===== src/coh_pkg.sv =====
package coh_pkg;

  // Cache and bus geometry
  localparam int ADDR_BITS     = 32;
  localparam int LINE_BITS     = 256;
  localparam int WAYS          = 4;
  localparam int SETS          = 16;
  localparam int INDEX_BITS    = 4;
  localparam int NUM_CACHE     = 4;
  localparam int CACHE_ID_BITS = 2;
  localparam int WAY_BITS      = 2;

  typedef logic [WAYS-1:0] way_vec_t;

  // MESI line states plus the transients of a pending miss or snoop supply
  typedef enum logic [3:0] {
    CI,
    CS,
    CE,
    CM,
    // Waiting for own request, then for data
    CISAD,
    CISD,
    CIMAD,
    CIMD,
    // Upgrade from S
    CSMAD,
    CSMD,
    // Supplying data to another cache
    CSRD,
    CIRD
  } coh_state_e;

  typedef enum logic [1:0] {
    NONE,
    GETS,
    GETM
  } bus_op_e;

  typedef enum logic {
    DATA,
    EXCLUSIVE
  } resp_kind_e;

  // Request bus message
  typedef struct packed {
    logic                     valid;
    logic [CACHE_ID_BITS-1:0] source;
    logic [ADDR_BITS-1:0]     addr;
    bus_op_e                  op;
  } req_msg_t;

  // Response bus message, destination is a cache ID
  typedef struct packed {
    logic                     valid;
    logic [CACHE_ID_BITS-1:0] source;
    logic [WAY_BITS-1:0]      way;
    logic [CACHE_ID_BITS-1:0] destination;
    logic                     memory_flag;
    logic [ADDR_BITS-1:0]     addr;
    logic [LINE_BITS-1:0]     data;
    resp_kind_e               kind;
  } resp_msg_t;

  typedef struct packed {
    logic                 read;
    logic                 write;
    logic [ADDR_BITS-1:0] addr;
  } cpu_req_t;

  // Bus traffic as seen from this cache
  typedef struct packed {
    logic own_gets;
    logic own_getm;
    logic other_gets;
    logic other_getm;
    logic own_resp_seen;
    logic fill_data;
    logic fill_excl;
    logic req_valid;
    logic resp_valid;
  } bus_events_t;

endpackage


===== src/coh_bus_decode.sv =====
`timescale 1ns/1ps

module coh_bus_decode #(
  parameter logic [coh_pkg::CACHE_ID_BITS-1:0] cache_id = '0
) (
  input  coh_pkg::req_msg_t    req_bus_msg,
  input  coh_pkg::resp_msg_t   resp_bus_msg,
  output coh_pkg::bus_events_t events
);

  import coh_pkg::*;

  logic req_is_own;
  logic req_is_gets;
  logic req_is_getm;
  logic resp_is_own;
  logic resp_to_us;

  // Source and destination compared against our ID in one place only
  assign req_is_own  = (req_bus_msg.source == cache_id);
  assign req_is_gets = req_bus_msg.valid && (req_bus_msg.op == GETS);
  assign req_is_getm = req_bus_msg.valid && (req_bus_msg.op == GETM);

  assign resp_is_own = resp_bus_msg.valid && (resp_bus_msg.source == cache_id);
  assign resp_to_us  = resp_bus_msg.valid && (resp_bus_msg.destination == cache_id);

  always_comb begin
    events = '0;

    events.req_valid  = req_bus_msg.valid;
    events.resp_valid = resp_bus_msg.valid;

    // Request bus
    events.own_gets   = req_is_gets && req_is_own;
    events.own_getm   = req_is_getm && req_is_own;
    events.other_gets = req_is_gets && !req_is_own;
    events.other_getm = req_is_getm && !req_is_own;

    // Response bus
    events.own_resp_seen = resp_is_own;
    events.fill_data     = resp_to_us && (resp_bus_msg.kind == DATA);
    events.fill_excl     = resp_to_us && (resp_bus_msg.kind == EXCLUSIVE);
  end

endmodule


===== src/coh_line_state.sv =====
`timescale 1ns/1ps

module coh_line_state (
  input  logic                           clk,
  input  logic                           rst,
  input  coh_pkg::cpu_req_t              cpu,
  input  coh_pkg::way_vec_t              hit_way,
  input  coh_pkg::way_vec_t              victim_way,
  input  coh_pkg::way_vec_t              snoop_hit_way,
  input  coh_pkg::bus_events_t           events,
  input  logic [coh_pkg::INDEX_BITS-1:0] req_index,
  input  logic [coh_pkg::INDEX_BITS-1:0] resp_index,
  input  logic [coh_pkg::WAY_BITS-1:0]   resp_bus_way,
  input  logic [coh_pkg::LINE_BITS-1:0]  resp_data,
  output logic                           cpu_resp,
  output logic [coh_pkg::LINE_BITS-1:0]  cpu_rdata,
  output logic                           busy,
  output logic                           issue_valid,
  output coh_pkg::bus_op_e               issue_op,
  output logic [coh_pkg::ADDR_BITS-1:0]  issue_addr,
  output logic                           supply_valid,
  output logic                           supply_to_mem,
  output logic [coh_pkg::WAY_BITS-1:0]   supply_way
);

  import coh_pkg::*;

  coh_state_e state_q [WAYS][SETS];
  coh_state_e state_d [WAYS][SETS];

  logic                  busy_q;
  logic                  busy_d;
  logic                  hit_resp;
  logic                  fill_resp;
  logic                  cpu_access;
  logic [INDEX_BITS-1:0] cpu_index;

  assign cpu_access = cpu.read | cpu.write;
  assign cpu_index  = cpu.addr[INDEX_BITS-1:0];

  // Request bus first, then response bus, then the CPU
  always_comb begin
    state_d       = state_q;
    busy_d        = busy_q;
    hit_resp      = 1'b0;
    fill_resp     = 1'b0;
    cpu_rdata     = '0;
    issue_valid   = 1'b0;
    issue_op      = NONE;
    issue_addr    = '0;
    supply_valid  = 1'b0;
    supply_to_mem = 1'b0;
    supply_way    = '0;

    for (int i = 0; i < WAYS; i++) begin
      if (events.req_valid) begin
        // Only one miss is outstanding, so the transient state marks the way
        case (state_q[i][req_index])
          CISAD: begin
            if (events.own_gets) begin
              state_d[i][req_index] = CISD;
              busy_d = 1'b1;
            end
          end
          CIMAD: begin
            if (events.own_getm) begin
              state_d[i][req_index] = CIMD;
              busy_d = 1'b1;
            end
          end
          CS: begin
            if (events.other_getm && snoop_hit_way[i]) begin
              state_d[i][req_index] = CI;
            end
          end
          CSMAD: begin
            if (events.own_getm) begin
              state_d[i][req_index] = CSMD;
              busy_d = 1'b1;
            end else if (events.other_getm && snoop_hit_way[i]) begin
              // Lost the race, our GetM now needs the data too
              state_d[i][req_index] = CIMAD;
            end
          end
          CE, CM: begin
            if (snoop_hit_way[i] && (events.other_gets || events.other_getm)) begin
              state_d[i][req_index] = events.other_gets ? CSRD : CIRD;
              supply_valid  = 1'b1;
              supply_to_mem = events.other_gets;
              supply_way    = WAY_BITS'(i);
            end
          end
          default: begin
          end
        endcase
      end else if (events.resp_valid) begin
        case (state_q[i][resp_index])
          CISD: begin
            if (events.fill_data || events.fill_excl) begin
              state_d[i][resp_index] = events.fill_excl ? CE : CS;
              fill_resp = 1'b1;
              busy_d = 1'b0;
            end
          end
          CIMD, CSMD: begin
            if (events.fill_data || events.fill_excl) begin
              state_d[i][resp_index] = CM;
              fill_resp = 1'b1;
              busy_d = 1'b0;
            end
          end
          CSRD, CIRD: begin
            // Our own supply went out on the bus
            if (events.own_resp_seen && (resp_bus_way == WAY_BITS'(i))) begin
              state_d[i][resp_index] = (state_q[i][resp_index] == CSRD) ? CS : CI;
            end
          end
          default: begin
          end
        endcase
      end else if (cpu_access) begin
        case (state_q[i][cpu_index])
          CI: begin
            if (victim_way[i]) begin
              state_d[i][cpu_index] = cpu.read ? CISAD : CIMAD;
              issue_valid = 1'b1;
              issue_op    = cpu.read ? GETS : GETM;
              issue_addr  = cpu.addr;
            end
          end
          CS: begin
            if (hit_way[i] && cpu.read) begin
              hit_resp = 1'b1;
            end else if (hit_way[i] && cpu.write) begin
              // Upgrade
              state_d[i][cpu_index] = CSMAD;
              issue_valid = 1'b1;
              issue_op    = GETM;
              issue_addr  = cpu.addr;
            end
          end
          CSMAD, CSMD: begin
            if (hit_way[i] && cpu.read) begin
              hit_resp = 1'b1;
            end
          end
          CE: begin
            if (hit_way[i]) begin
              // Silent E to M on a store
              if (cpu.write && !cpu.read) begin
                state_d[i][cpu_index] = CM;
              end
              hit_resp = 1'b1;
            end
          end
          CM: begin
            if (hit_way[i]) begin
              hit_resp = 1'b1;
            end
          end
          default: begin
          end
        endcase
      end
    end

    if (fill_resp) begin
      cpu_rdata = resp_data;
    end
  end

  assign cpu_resp = hit_resp | fill_resp;
  assign busy     = busy_d | busy_q;

  always_ff @(posedge clk) begin
    if (rst) begin
      for (int w = 0; w < WAYS; w++) begin
        for (int s = 0; s < SETS; s++) begin
          state_q[w][s] <= CI;
        end
      end
      busy_q <= 1'b0;
    end else begin
      state_q <= state_d;
      busy_q  <= busy_d;
    end
  end

endmodule


===== src/coh_req_issuer.sv =====
`timescale 1ns/1ps

module coh_req_issuer #(
  parameter logic [coh_pkg::CACHE_ID_BITS-1:0] cache_id = '0
) (
  input  logic                          clk,
  input  logic                          rst,
  input  logic                          issue_valid,
  input  coh_pkg::bus_op_e              issue_op,
  input  logic [coh_pkg::ADDR_BITS-1:0] issue_addr,
  input  coh_pkg::bus_events_t          events,
  output logic                          req_bus_req,
  output coh_pkg::req_msg_t             req_bus_tx
);

  import coh_pkg::*;

  logic own_seen;

  // Seeing our own message on the bus is the grant
  assign own_seen = events.own_gets | events.own_getm;

  always_ff @(posedge clk) begin
    if (rst) begin
      req_bus_req       <= 1'b0;
      req_bus_tx.valid  <= 1'b0;
      req_bus_tx.source <= cache_id;
      req_bus_tx.addr   <= '0;
      req_bus_tx.op     <= NONE;
    end else if (req_bus_req) begin
      // Hold until granted, arbiter back-pressure just stretches this
      if (own_seen) begin
        req_bus_req       <= 1'b0;
        req_bus_tx.valid  <= 1'b0;
        req_bus_tx.source <= cache_id;
        req_bus_tx.addr   <= '0;
        req_bus_tx.op     <= NONE;
      end
    end else if (issue_valid) begin
      req_bus_req       <= 1'b1;
      req_bus_tx.valid  <= 1'b1;
      req_bus_tx.source <= cache_id;
      req_bus_tx.addr   <= issue_addr;
      req_bus_tx.op     <= issue_op;
    end
  end

endmodule


===== src/coh_snoop_responder.sv =====
`timescale 1ns/1ps

module coh_snoop_responder #(
  parameter logic [coh_pkg::CACHE_ID_BITS-1:0] cache_id = '0
) (
  input  logic                          clk,
  input  logic                          rst,
  input  logic                          supply_valid,
  input  logic [coh_pkg::WAY_BITS-1:0]  supply_way,
  input  logic                          supply_to_mem,
  input  logic [coh_pkg::LINE_BITS-1:0] snoop_data,
  input  coh_pkg::req_msg_t             req_bus_msg,
  input  coh_pkg::bus_events_t          events,
  output logic                          resp_bus_req,
  output coh_pkg::resp_msg_t            resp_bus_tx
);

  import coh_pkg::*;

  // Control bits are reset, the line payload is not
  always_ff @(posedge clk) begin
    if (rst) begin
      resp_bus_req      <= 1'b0;
      resp_bus_tx.valid <= 1'b0;
    end else if (resp_bus_req) begin
      if (events.own_resp_seen) begin
        resp_bus_req      <= 1'b0;
        resp_bus_tx.valid <= 1'b0;
      end
    end else if (supply_valid) begin
      resp_bus_req      <= 1'b1;
      resp_bus_tx.valid <= 1'b1;
    end
  end

  // Message body captured with the snooped request
  always_ff @(posedge clk) begin
    if (supply_valid && !resp_bus_req) begin
      resp_bus_tx.source      <= cache_id;
      resp_bus_tx.way         <= supply_way;
      resp_bus_tx.destination <= req_bus_msg.source;
      // GetS also updates memory, GetM hands ownership over
      resp_bus_tx.memory_flag <= supply_to_mem;
      resp_bus_tx.addr        <= req_bus_msg.addr;
      resp_bus_tx.data        <= snoop_data;
      resp_bus_tx.kind        <= DATA;
    end
  end

endmodule


===== src/dcache_coherence.sv =====
`timescale 1ns/1ps

module dcache_coherence #(
  parameter logic [coh_pkg::CACHE_ID_BITS-1:0] cache_id = '0
) (
  input  logic                          clk,
  input  logic                          rst,
  input  coh_pkg::cpu_req_t             cpu,
  input  coh_pkg::way_vec_t             hit_way,
  input  coh_pkg::way_vec_t             victim_way,
  input  coh_pkg::way_vec_t             snoop_hit_way,
  input  logic [coh_pkg::LINE_BITS-1:0] snoop_data,
  input  coh_pkg::req_msg_t             req_bus_msg,
  input  coh_pkg::resp_msg_t            resp_bus_msg,
  output logic                          cpu_resp,
  output logic [coh_pkg::LINE_BITS-1:0] cpu_rdata,
  output logic                          req_bus_req,
  output coh_pkg::req_msg_t             req_bus_tx,
  output logic                          resp_bus_req,
  output coh_pkg::resp_msg_t            resp_bus_tx,
  output logic                          busy
);

  import coh_pkg::*;

  bus_events_t           bus_events;
  logic [INDEX_BITS-1:0] req_index;
  logic [INDEX_BITS-1:0] resp_index;
  logic                  issue_valid;
  bus_op_e               issue_op;
  logic [ADDR_BITS-1:0]  issue_addr;
  logic                  supply_valid;
  logic                  supply_to_mem;
  logic [WAY_BITS-1:0]   supply_way;

  // Set index sits in the low address bits
  assign req_index  = req_bus_msg.addr[INDEX_BITS-1:0];
  assign resp_index = resp_bus_msg.addr[INDEX_BITS-1:0];

  coh_bus_decode #(.cache_id(cache_id)) u_decode (
    .req_bus_msg  (req_bus_msg),
    .resp_bus_msg (resp_bus_msg),
    .events       (bus_events)
  );

  coh_line_state u_line_state (
    .clk           (clk),
    .rst           (rst),
    .cpu           (cpu),
    .hit_way       (hit_way),
    .victim_way    (victim_way),
    .snoop_hit_way (snoop_hit_way),
    .events        (bus_events),
    .req_index     (req_index),
    .resp_index    (resp_index),
    .resp_bus_way  (resp_bus_msg.way),
    .resp_data     (resp_bus_msg.data),
    .cpu_resp      (cpu_resp),
    .cpu_rdata     (cpu_rdata),
    .busy          (busy),
    .issue_valid   (issue_valid),
    .issue_op      (issue_op),
    .issue_addr    (issue_addr),
    .supply_valid  (supply_valid),
    .supply_to_mem (supply_to_mem),
    .supply_way    (supply_way)
  );

  coh_req_issuer #(.cache_id(cache_id)) u_req_issuer (
    .clk         (clk),
    .rst         (rst),
    .issue_valid (issue_valid),
    .issue_op    (issue_op),
    .issue_addr  (issue_addr),
    .events      (bus_events),
    .req_bus_req (req_bus_req),
    .req_bus_tx  (req_bus_tx)
  );

  coh_snoop_responder #(.cache_id(cache_id)) u_snoop_responder (
    .clk           (clk),
    .rst           (rst),
    .supply_valid  (supply_valid),
    .supply_way    (supply_way),
    .supply_to_mem (supply_to_mem),
    .snoop_data    (snoop_data),
    .req_bus_msg   (req_bus_msg),
    .events        (bus_events),
    .resp_bus_req  (resp_bus_req),
    .resp_bus_tx   (resp_bus_tx)
  );

endmodule


===== config.mk =====
export PLATFORM = sky130hd
export DESIGN_NAME = dcache_coherence
export DESIGN_NICKNAME = d
export VERILOG_FILES = /design/src/coh_pkg.sv /design/src/coh_bus_decode.sv /design/src/coh_line_state.sv /design/src/coh_req_issuer.sv /design/src/coh_snoop_responder.sv /design/src/dcache_coherence.sv
export SDC_FILE = /design/constraint.sdc
export NUM_CORES = 2
export LEC_CHECK = 0
export BUFFER_PORTS_ARGS = -buffer_cell sky130_fd_sc_hd__buf_4
export CORE_AREA = 2 2 477 479
export CTS_CLUSTER_DIAMETER = 50
export DETAILED_ROUTE_END_ITERATION = 6
export DIE_AREA = 0 0 479 481
export PLACE_DENSITY = 0.38
export SLEW_MARGIN = 5
export SYNTH_ARGS = -nofsm -noshare
export SYNTH_HDL_FRONTEND = slang
export SYNTH_HIERARCHICAL = 1
export SYNTH_SLANG_ARGS = --single-unit
export TNS_END_PERCENT = 1

===== constraint.sdc =====
create_clock -name clk -period 14.1 [get_ports clk]
set_clock_uncertainty 0.05 [all_clocks]
set_input_delay 2.115 -clock clk [delete_from_list [all_inputs] [get_ports clk]]
set_output_delay 2.115 -clock clk [all_outputs]
set_load 0.02 [all_outputs]

# --- Word-level counts from Yosys, hierarchy flattened ---
# Cells that the tools add are included.
classes:
  order_cmp: 6
  eq_ne: 131
  muxes: 344
  bitwise_logic: 76
  reduce_logical: 89
ops:
  columns: ["cell", "count"]
  rows:
  - ["$mux 64", 68]
  - ["$pmux 64 s3", 8]
  - ["$pmux 64 s5", 4]
  - ["$bwmux 64", 16]
  - ["$mux 32", 24]
  - ["$and 32x32->32", 20]
  - ["$or 32x32->32", 20]
  - ["$and 64x64->64", 4]
  - ["$mux 256", 1]
  - ["$pmux 32 s2", 4]
  - ["$and 48x48->48", 4]
  - ["$bmux 4 s4", 12]
  - ["$or 48x48->48", 4]
  - ["$not 32->32", 5]
  - ["$mux 1", 123]
  - ["$mux 37", 3]
  - ["$mux 4", 27]
  - ["$eq 4x4->1 const B", 24]
  - ["$ne 4x3->1 const B", 20]
  - ["$mux 2", 35]
  - ["$reduce_and 17->1", 4]
  - ["$and 16x16->16", 4]
  - ["$eq 4x2->1 const B", 16]
  - ["$eq 4x3->1 const B", 16]
  - ["other kinds (32)", 180]
word_totals:
  regBits: 590
  inputBits: 638

# --- Depth between registers and ports, before layout ---
logic_depth:
  depth_word: 29
  mapped_depth: 17

# --- Cells and area by module ---
# Netlist, hierarchy kept.
modules_own_cells:
  columns: ["mod", "instances", "cells_each", "area_each_um2", "seq_area_each_um2"]
  rows:
  - ["coh_line_state", 1, 4191, 30887.1, 5144.9]
  - ["coh_snoop_responder", 1, 304, 8902.3, 8838.5]
  - ["coh_req_issuer", 1, 210, 2297.2, 720.7]
  - ["coh_bus_decode", 1, 14, 90.1, 0.0]

# --- Worst setup path after synthesis ---
# Ideal clock, no wire load.
synth_timing:
  kind: "input to register"
  startpoint: "input port req_bus_msg[2] (netlist bit)"
  endpoint: "register, netlist name u_snoop_responder/resp_bus_tx[296]"
  setup_ps: 92
  t_arrival_ps: 12643
  t_required_ps: 13958
  path_slack_ps: 1315
  cell_stages: 10
  path_cell_list: "buf_6 > buf_2 > mux4_2 > mux4_2 > nor3b_1 > and2_1 > a21oi_1 > a311oi_1 > nor2b_2 > o21ba_1"
synth_via:
  elab_chain_cells: 19
  elab_cells_between_ends: 38
  classes_between: "eq/ne (8); mux (23); bitwise (1); reduce/logical (6)"
synth_lines:
  columns: ["item", "line_no", "source"]
  rows:
  - ["start: declaration", "dcache_coherence.sv:13", "input coh_pkg::req_msg_t req_bus_msg,"]
  - ["$not 4->5 (implied by the code) (*)", "coh_line_state.sv:58", "case (state_q[i][req_index])"]
  - ["$bmux 4 s4", "coh_line_state.sv:58", null]
  - ["$mux 4 (implied by the code) (2 in series)", "coh_line_state.sv:58", null]
  - ["$eq 4x2->1", "coh_line_state.sv:58", null]
  - ["$reduce_or 2->1", "coh_line_state.sv:58", null]
  - ["$mux 1", "coh_line_state.sv:58", null]
  - ["$mux 1", "coh_line_state.sv:56", "if (events.req_valid) begin"]
  - ["$mux 1", "coh_line_state.sv:86", "if (snoop_hit_way[i] && (events.other_gets || events.other_getm)) begin"]
  - ["[3 not listed]", null, null]
  - ["$mux 1", "coh_line_state.sv:58", null]
  - ["$mux 1", "coh_line_state.sv:56", null]
  - ["$mux 1", "coh_line_state.sv:86", null]
  - ["$mux 1", "coh_line_state.sv:58", null]
  - ["$mux 1 (*)", "coh_line_state.sv:56", null]
  - ["via supply_valid", "dcache_coherence.sv:32", "logic supply_valid;"]
  - ["$reduce_bool 2->1 (no source line) (*)", null, null]
  - ["$reduce_and 2->1 (no source line) (*)", null, null]
# Mark *: on every way through the listed nets, which the timed path passes. The rest lies on a longest branch. The select of a mux whose other input is x is not followed.
# A chain may end at the register's enable or synchronous reset.

# --- Worst setup path in the final report ---
layout_timing:
  startpoint: "input port resp_bus_msg[257] (netlist bit)"
  endpoint: "output port cpu_rdata[227] (netlist bit)"
layout_via:
  elab_chain_cells: 22
  elab_cells_between_ends: 45
  classes_between: "eq/ne (12); mux (28); bitwise (1); reduce/logical (4)"
layout_lines:
  columns: ["item", "line_no", "source"]
  rows:
  - ["start: declaration", "dcache_coherence.sv:14", "input coh_pkg::resp_msg_t resp_bus_msg,"]
  - ["$not 4->5 (implied by the code) (*)", "coh_line_state.sv:97", "case (state_q[i][resp_index])"]
  - ["$bmux 4 s4", "coh_line_state.sv:97", null]
  - ["$mux 4 (implied by the code) (2 in series)", "coh_line_state.sv:97", null]
  - ["$eq 4x3->1 or $eq 4x4->1 (tied branches)", "coh_line_state.sv:97", null]
  - ["$reduce_or 3->1 (no source line)", null, null]
  - ["$mux 1", null, null]
  - ["$mux 1", "coh_line_state.sv:96", "end else if (events.resp_valid) begin"]
  - ["$mux 1", "coh_line_state.sv:56", null]
  - ["[5 not listed]", null, null]
  - ["$mux 1", null, null]
  - ["$mux 1", "coh_line_state.sv:96", null]
  - ["$mux 1", "coh_line_state.sv:56", null]
  - ["$mux 1", "coh_line_state.sv:99, coh_line_state.sv:106", null]
  - ["$mux 1", null, null]
  - ["$mux 1", "coh_line_state.sv:96", null]
  - ["$mux 1 (*)", "coh_line_state.sv:56", null]
  - ["$mux 256 (*)", "coh_line_state.sv:167", "if (fill_resp) begin"]
  - ["end: declaration", "dcache_coherence.sv:16", "output logic [coh_pkg::LINE_BITS-1:0] cpu_rdata,"]
# Every way passes the cells marked *; elsewhere a longest branch is shown, timed or not. The select of a mux whose other input is x is not followed.

==> results.py <==
metrics = {
    "worst_setup_path": {
        "start_kind": "primary input",
        "cp_max_fo": 90,
        "ff2ff_path_depth": 9,
        "worst-setup-path-type": "primary input to output port",
        "regToRegSetupSlack_ns": 8.17,
        "timing.rr.start": "u_line_state/state_q[250]$_SDFFE_PP0P_",
        "cp.required_ns": 11.94,
        "end_kind": "output port",
        "arrival_ns": 8.50,
        "reg2reg_to": "u_snoop_responder/resp_bus_tx[224]$_DFFE_PP_",
    },
    "pwr": {
        "p_per_area_mw_per_mm2": 129,
        "peakVddDrop_v": 0.000137,
        "leakage_nw": 21.4,
    },
    "cts": {
        "cts_sinks": 588,
        "root_buffer": "clkbuf_16",
        "cts_buffer_depth": 3,
        "post-cts-setup-buffer-count": 0,
        "cts-buffers-inserted": 138,
        "cts-resized-gates": 0,
        "cts_tree": "done",
        "cts_hold_buf": 0,
        "cts_max_level": 4,
        "clkTransAtPathRegs_ns": 0.05,
        "worstSkewPairLatency_ns": 0.82,
    },
    "timing": {
        "hold_violations": 0,
        "drv_slew": 4,
        "tns_ns": 0,
        "fin_crit_sh": 0.756,
        "worst_pin_slew_ns": 1.61,
        "timing.fmax_mhz": 93.8,
        "rsz0062_at_grt": "no",
        "max_slew_margin": -0.0850,
        "period_minus_slack_ns": 10.66,
        "setup_slack_ns": 3.44,
        "finalSetupViolCount": 0,
    },
    "place": {
        "placed_area_mm2": 0.0550,
        "preCtsSetupSlack_ns": 3.58,
        "dp_hpwl_mm": 377,
        "port_buffers": 1197,
        "place_congestion": 1.12,
    },
    "synth": {
        "synthArstFlopShare": 0,
        "netlist_instances": 4719,
        "synth_seq_area_share": 0.349,
        "synth_compound_area_frac": 0.261,
        "synth_area_mm2": 0.0422,
        "ys_seq_elements": 588,
        "synth.area.mux_share": 0.122,
        "yosys.area_share.simple": 0.207,
        "syn_avg_cell_area_um2": 8.94,
        "synth_xor_area_frac": 0.00169,
        "synth_top_family_by_area": "compound AO/OA/AOI/OAI gates",
        "synth.distinct_cells": 117,
        "synth_adder_area_share": 0,
        "yosys_warnings": 6,
        "synth_edf_count": 293,
        "ys.flop_type": "dfxtp_1",
    },
    "flow_run": {
        "cap_violations": 1,
    },
    "finish": {
        "ff_latch_area_mm2": 0.0147,
        "final_net_count": 6485,
        "fillCellCount": 24400,
        "multi_input_area_mm2": 0.0254,
        "drive_gt1_frac": 0.341,
        "areaGrowthSynthToFinish_pct": 42.5,
        "final_area_mm2": 0.0601,
    },
    "global_route": {
        "antenna_found_initial": 228,
        "grt_max_degree": 142,
        "grt_usage": 0.394,
        "grt_pass1_vias": 47500,
        "grt_overflow_total": 0,
        "grt_pass1_wl_mm": 582,
    },
    "worst_hold_path": {
        "hold_depth": 2,
        "hold_start": "u_req_issuer/req_bus_tx[36]$_SDFFE_PP0P_",
        "worstHoldPathType": "flip-flop to flip-flop",
        "min_to": "u_req_issuer/req_bus_tx[36]$_SDFFE_PP0P_",
    },
    "floorplan": {
        "die-area_mm2": 0.230,
        "rows": 175,
        "ios": 1232,
        "die_x_um": 479,
        "die-height_um": 481,
        "initial_utilization": 0.187,
        "core_mm2": 0.226,
    },
    "route": {
        "via_count": 54000,
        "dr.pass1.iters": 7,
        "routed_via_density": 5.97,
        "drt_wl_total_mm": 475,
        "ant_nets": 1,
        "drt_iter0_drc": 8907,
        "drc": 8,
        "avgRoutedWirePerCell_um": 52.5,
    },
    "outcome": {
        "outcome": "finished with violations",
        "violations": "antenna rules, DRC, capacitance limit, slew limit",
    },
}
-- where the power goes --
part	internal, W	leakage, nW	switching [W]
Clock	0.00230	2.36	0.00124
Combinational	0.000655	14.0	0.00147
Sequential	0.00192	5.04	0.000199
Total	0.00487	21.4	0.00290
-- cell families (layout without fill, tap and decap cells) --
kind of cell,after synthesis,in the layout
other,2,84
DFF,588,588
AOI/OAI and AO/OA,1626,1626
buffers and inverters,542,1776
muxes,257,257
and+or+nand+nor,1698,1698
xor gates and xnor gates,6,6
-- worst max-delay path: stages --
cell      delay (ns)
buf_4           0.55
buf_4           0.75
mux4_2          0.62
mux4_2          0.62
nor4bb_1        0.20
nor2b_1         0.66
a311oi_1        0.47
a31oi_4         0.53
buf_4           0.64
buf_4           0.76
nor2b_1         0.15
buf_4           0.20
-- through the flow --
step	std cells	hold WS [ns]	total power [W]	util
floorplan	4722	0.397	0.00311	-
global placement	8716	0.398	0.00412	0.244
detailed placement	8716	0.413	0.00413	0.244
CTS	8965	0.421	0.00769	0.265
global route	8990	0.443	0.00791	0.266
finish	9044	0.425	0.00777	0.266
-- synthesized netlist by cell type, drive strengths merged (32+ instances only) --
cell,instances,area share
a311oi,35,0.0073
nor3,117,0.014
clkbuf,284,0.025
and2,60,0.0089
o311ai,53,0.016
nand3,144,0.017
dfxtp,295,0.14
buf,151,0.025
a211oi,60,0.011
o221ai,42,0.0089
o22ai,95,0.014
a22oi,101,0.019
or4b,35,0.0083
o21ai,380,0.045
nor2b,281,0.042
a31oi,44,0.0065
or4bb,32,0.0085
o211ai,55,0.0098
edfxtp,293,0.21
mux2i,47,0.011
a21oi,390,0.046
mux4,202,0.11
o31ai,48,0.0085
nand2,513,0.046
inv,102,0.0091
nor2,322,0.029
o32ai,45,0.0093
a221oi,63,0.014
-- registers in the layout (all words and copies together), names as in the netlist --
name and count:
u_line_state/busy_q 1, u_line_state/state_q 256, u_req_issuer/req_bus_tx 35, u_snoop_responder/resp_bus_req 1
u_snoop_responder/resp_bus_tx 294, u_req_issuer/req_bus_req 1
-- placed cells by master (no fill, tap or decap), types with 58 or more instances in the layout --
master,n
nor3_1,101
mux4_2,195
buf_4,1414
edfxtp_1,293
a21oi_1,388
o22ai_1,95
a211oi_1,59
nor2_1,276
o21ai_0,372
and2_1,58
nand3_1,134
clkbuf_16,144
dfxtp_1,294
nor2b_1,277
a22oi_1,97
nand2_1,497
a221oi_1,61
inv_1,102
diode_2,79
-- worst max-delay path by stage --
stage                 startpoint                                         endpoint  slack [ns]
2_1_floorplan     req_bus_msg[2]  u_snoop_responder/resp_bus_tx[296]$_SDFFE_PP0P_        1.32
3_3_place_gp   resp_bus_msg[257]                                   cpu_rdata[188]        3.65
3_5_place_dp   resp_bus_msg[257]                                     cpu_rdata[8]        3.58
4_1_cts        resp_bus_msg[257]                                     cpu_rdata[8]        3.57
5_1_grt        resp_bus_msg[257]                                    cpu_rdata[14]        3.43
6_report       resp_bus_msg[257]                                   cpu_rdata[227]        3.44
-- metal layers --
metal | vias up | wire [µm] | GRT usage
met1 | 27400 | 195000 | 0.503
met5 | - | 575 | 0.0141
met2 | 4737 | 188000 | 0.546
met4 | 66 | 29300 | 0.195
li1 | 20600 | - | -
met3 | 1223 | 62000 | 0.190
-- cell type report --
cell class | count | area share
Antenna cell | 79 | 0.00329
Clock inverter | 73 | 0.0172
Tap cell | 3009 | 0.0627
Inverter | 107 | 0.00668
Multi-Input combinational cell | 3592 | 0.423
Sequential cell | 588 | 0.245
Clock buffer | 176 | 0.0641
Timing Repair Buffer | 1420 | 0.178
No activity file was read; power rests on OpenSTA's default activity.
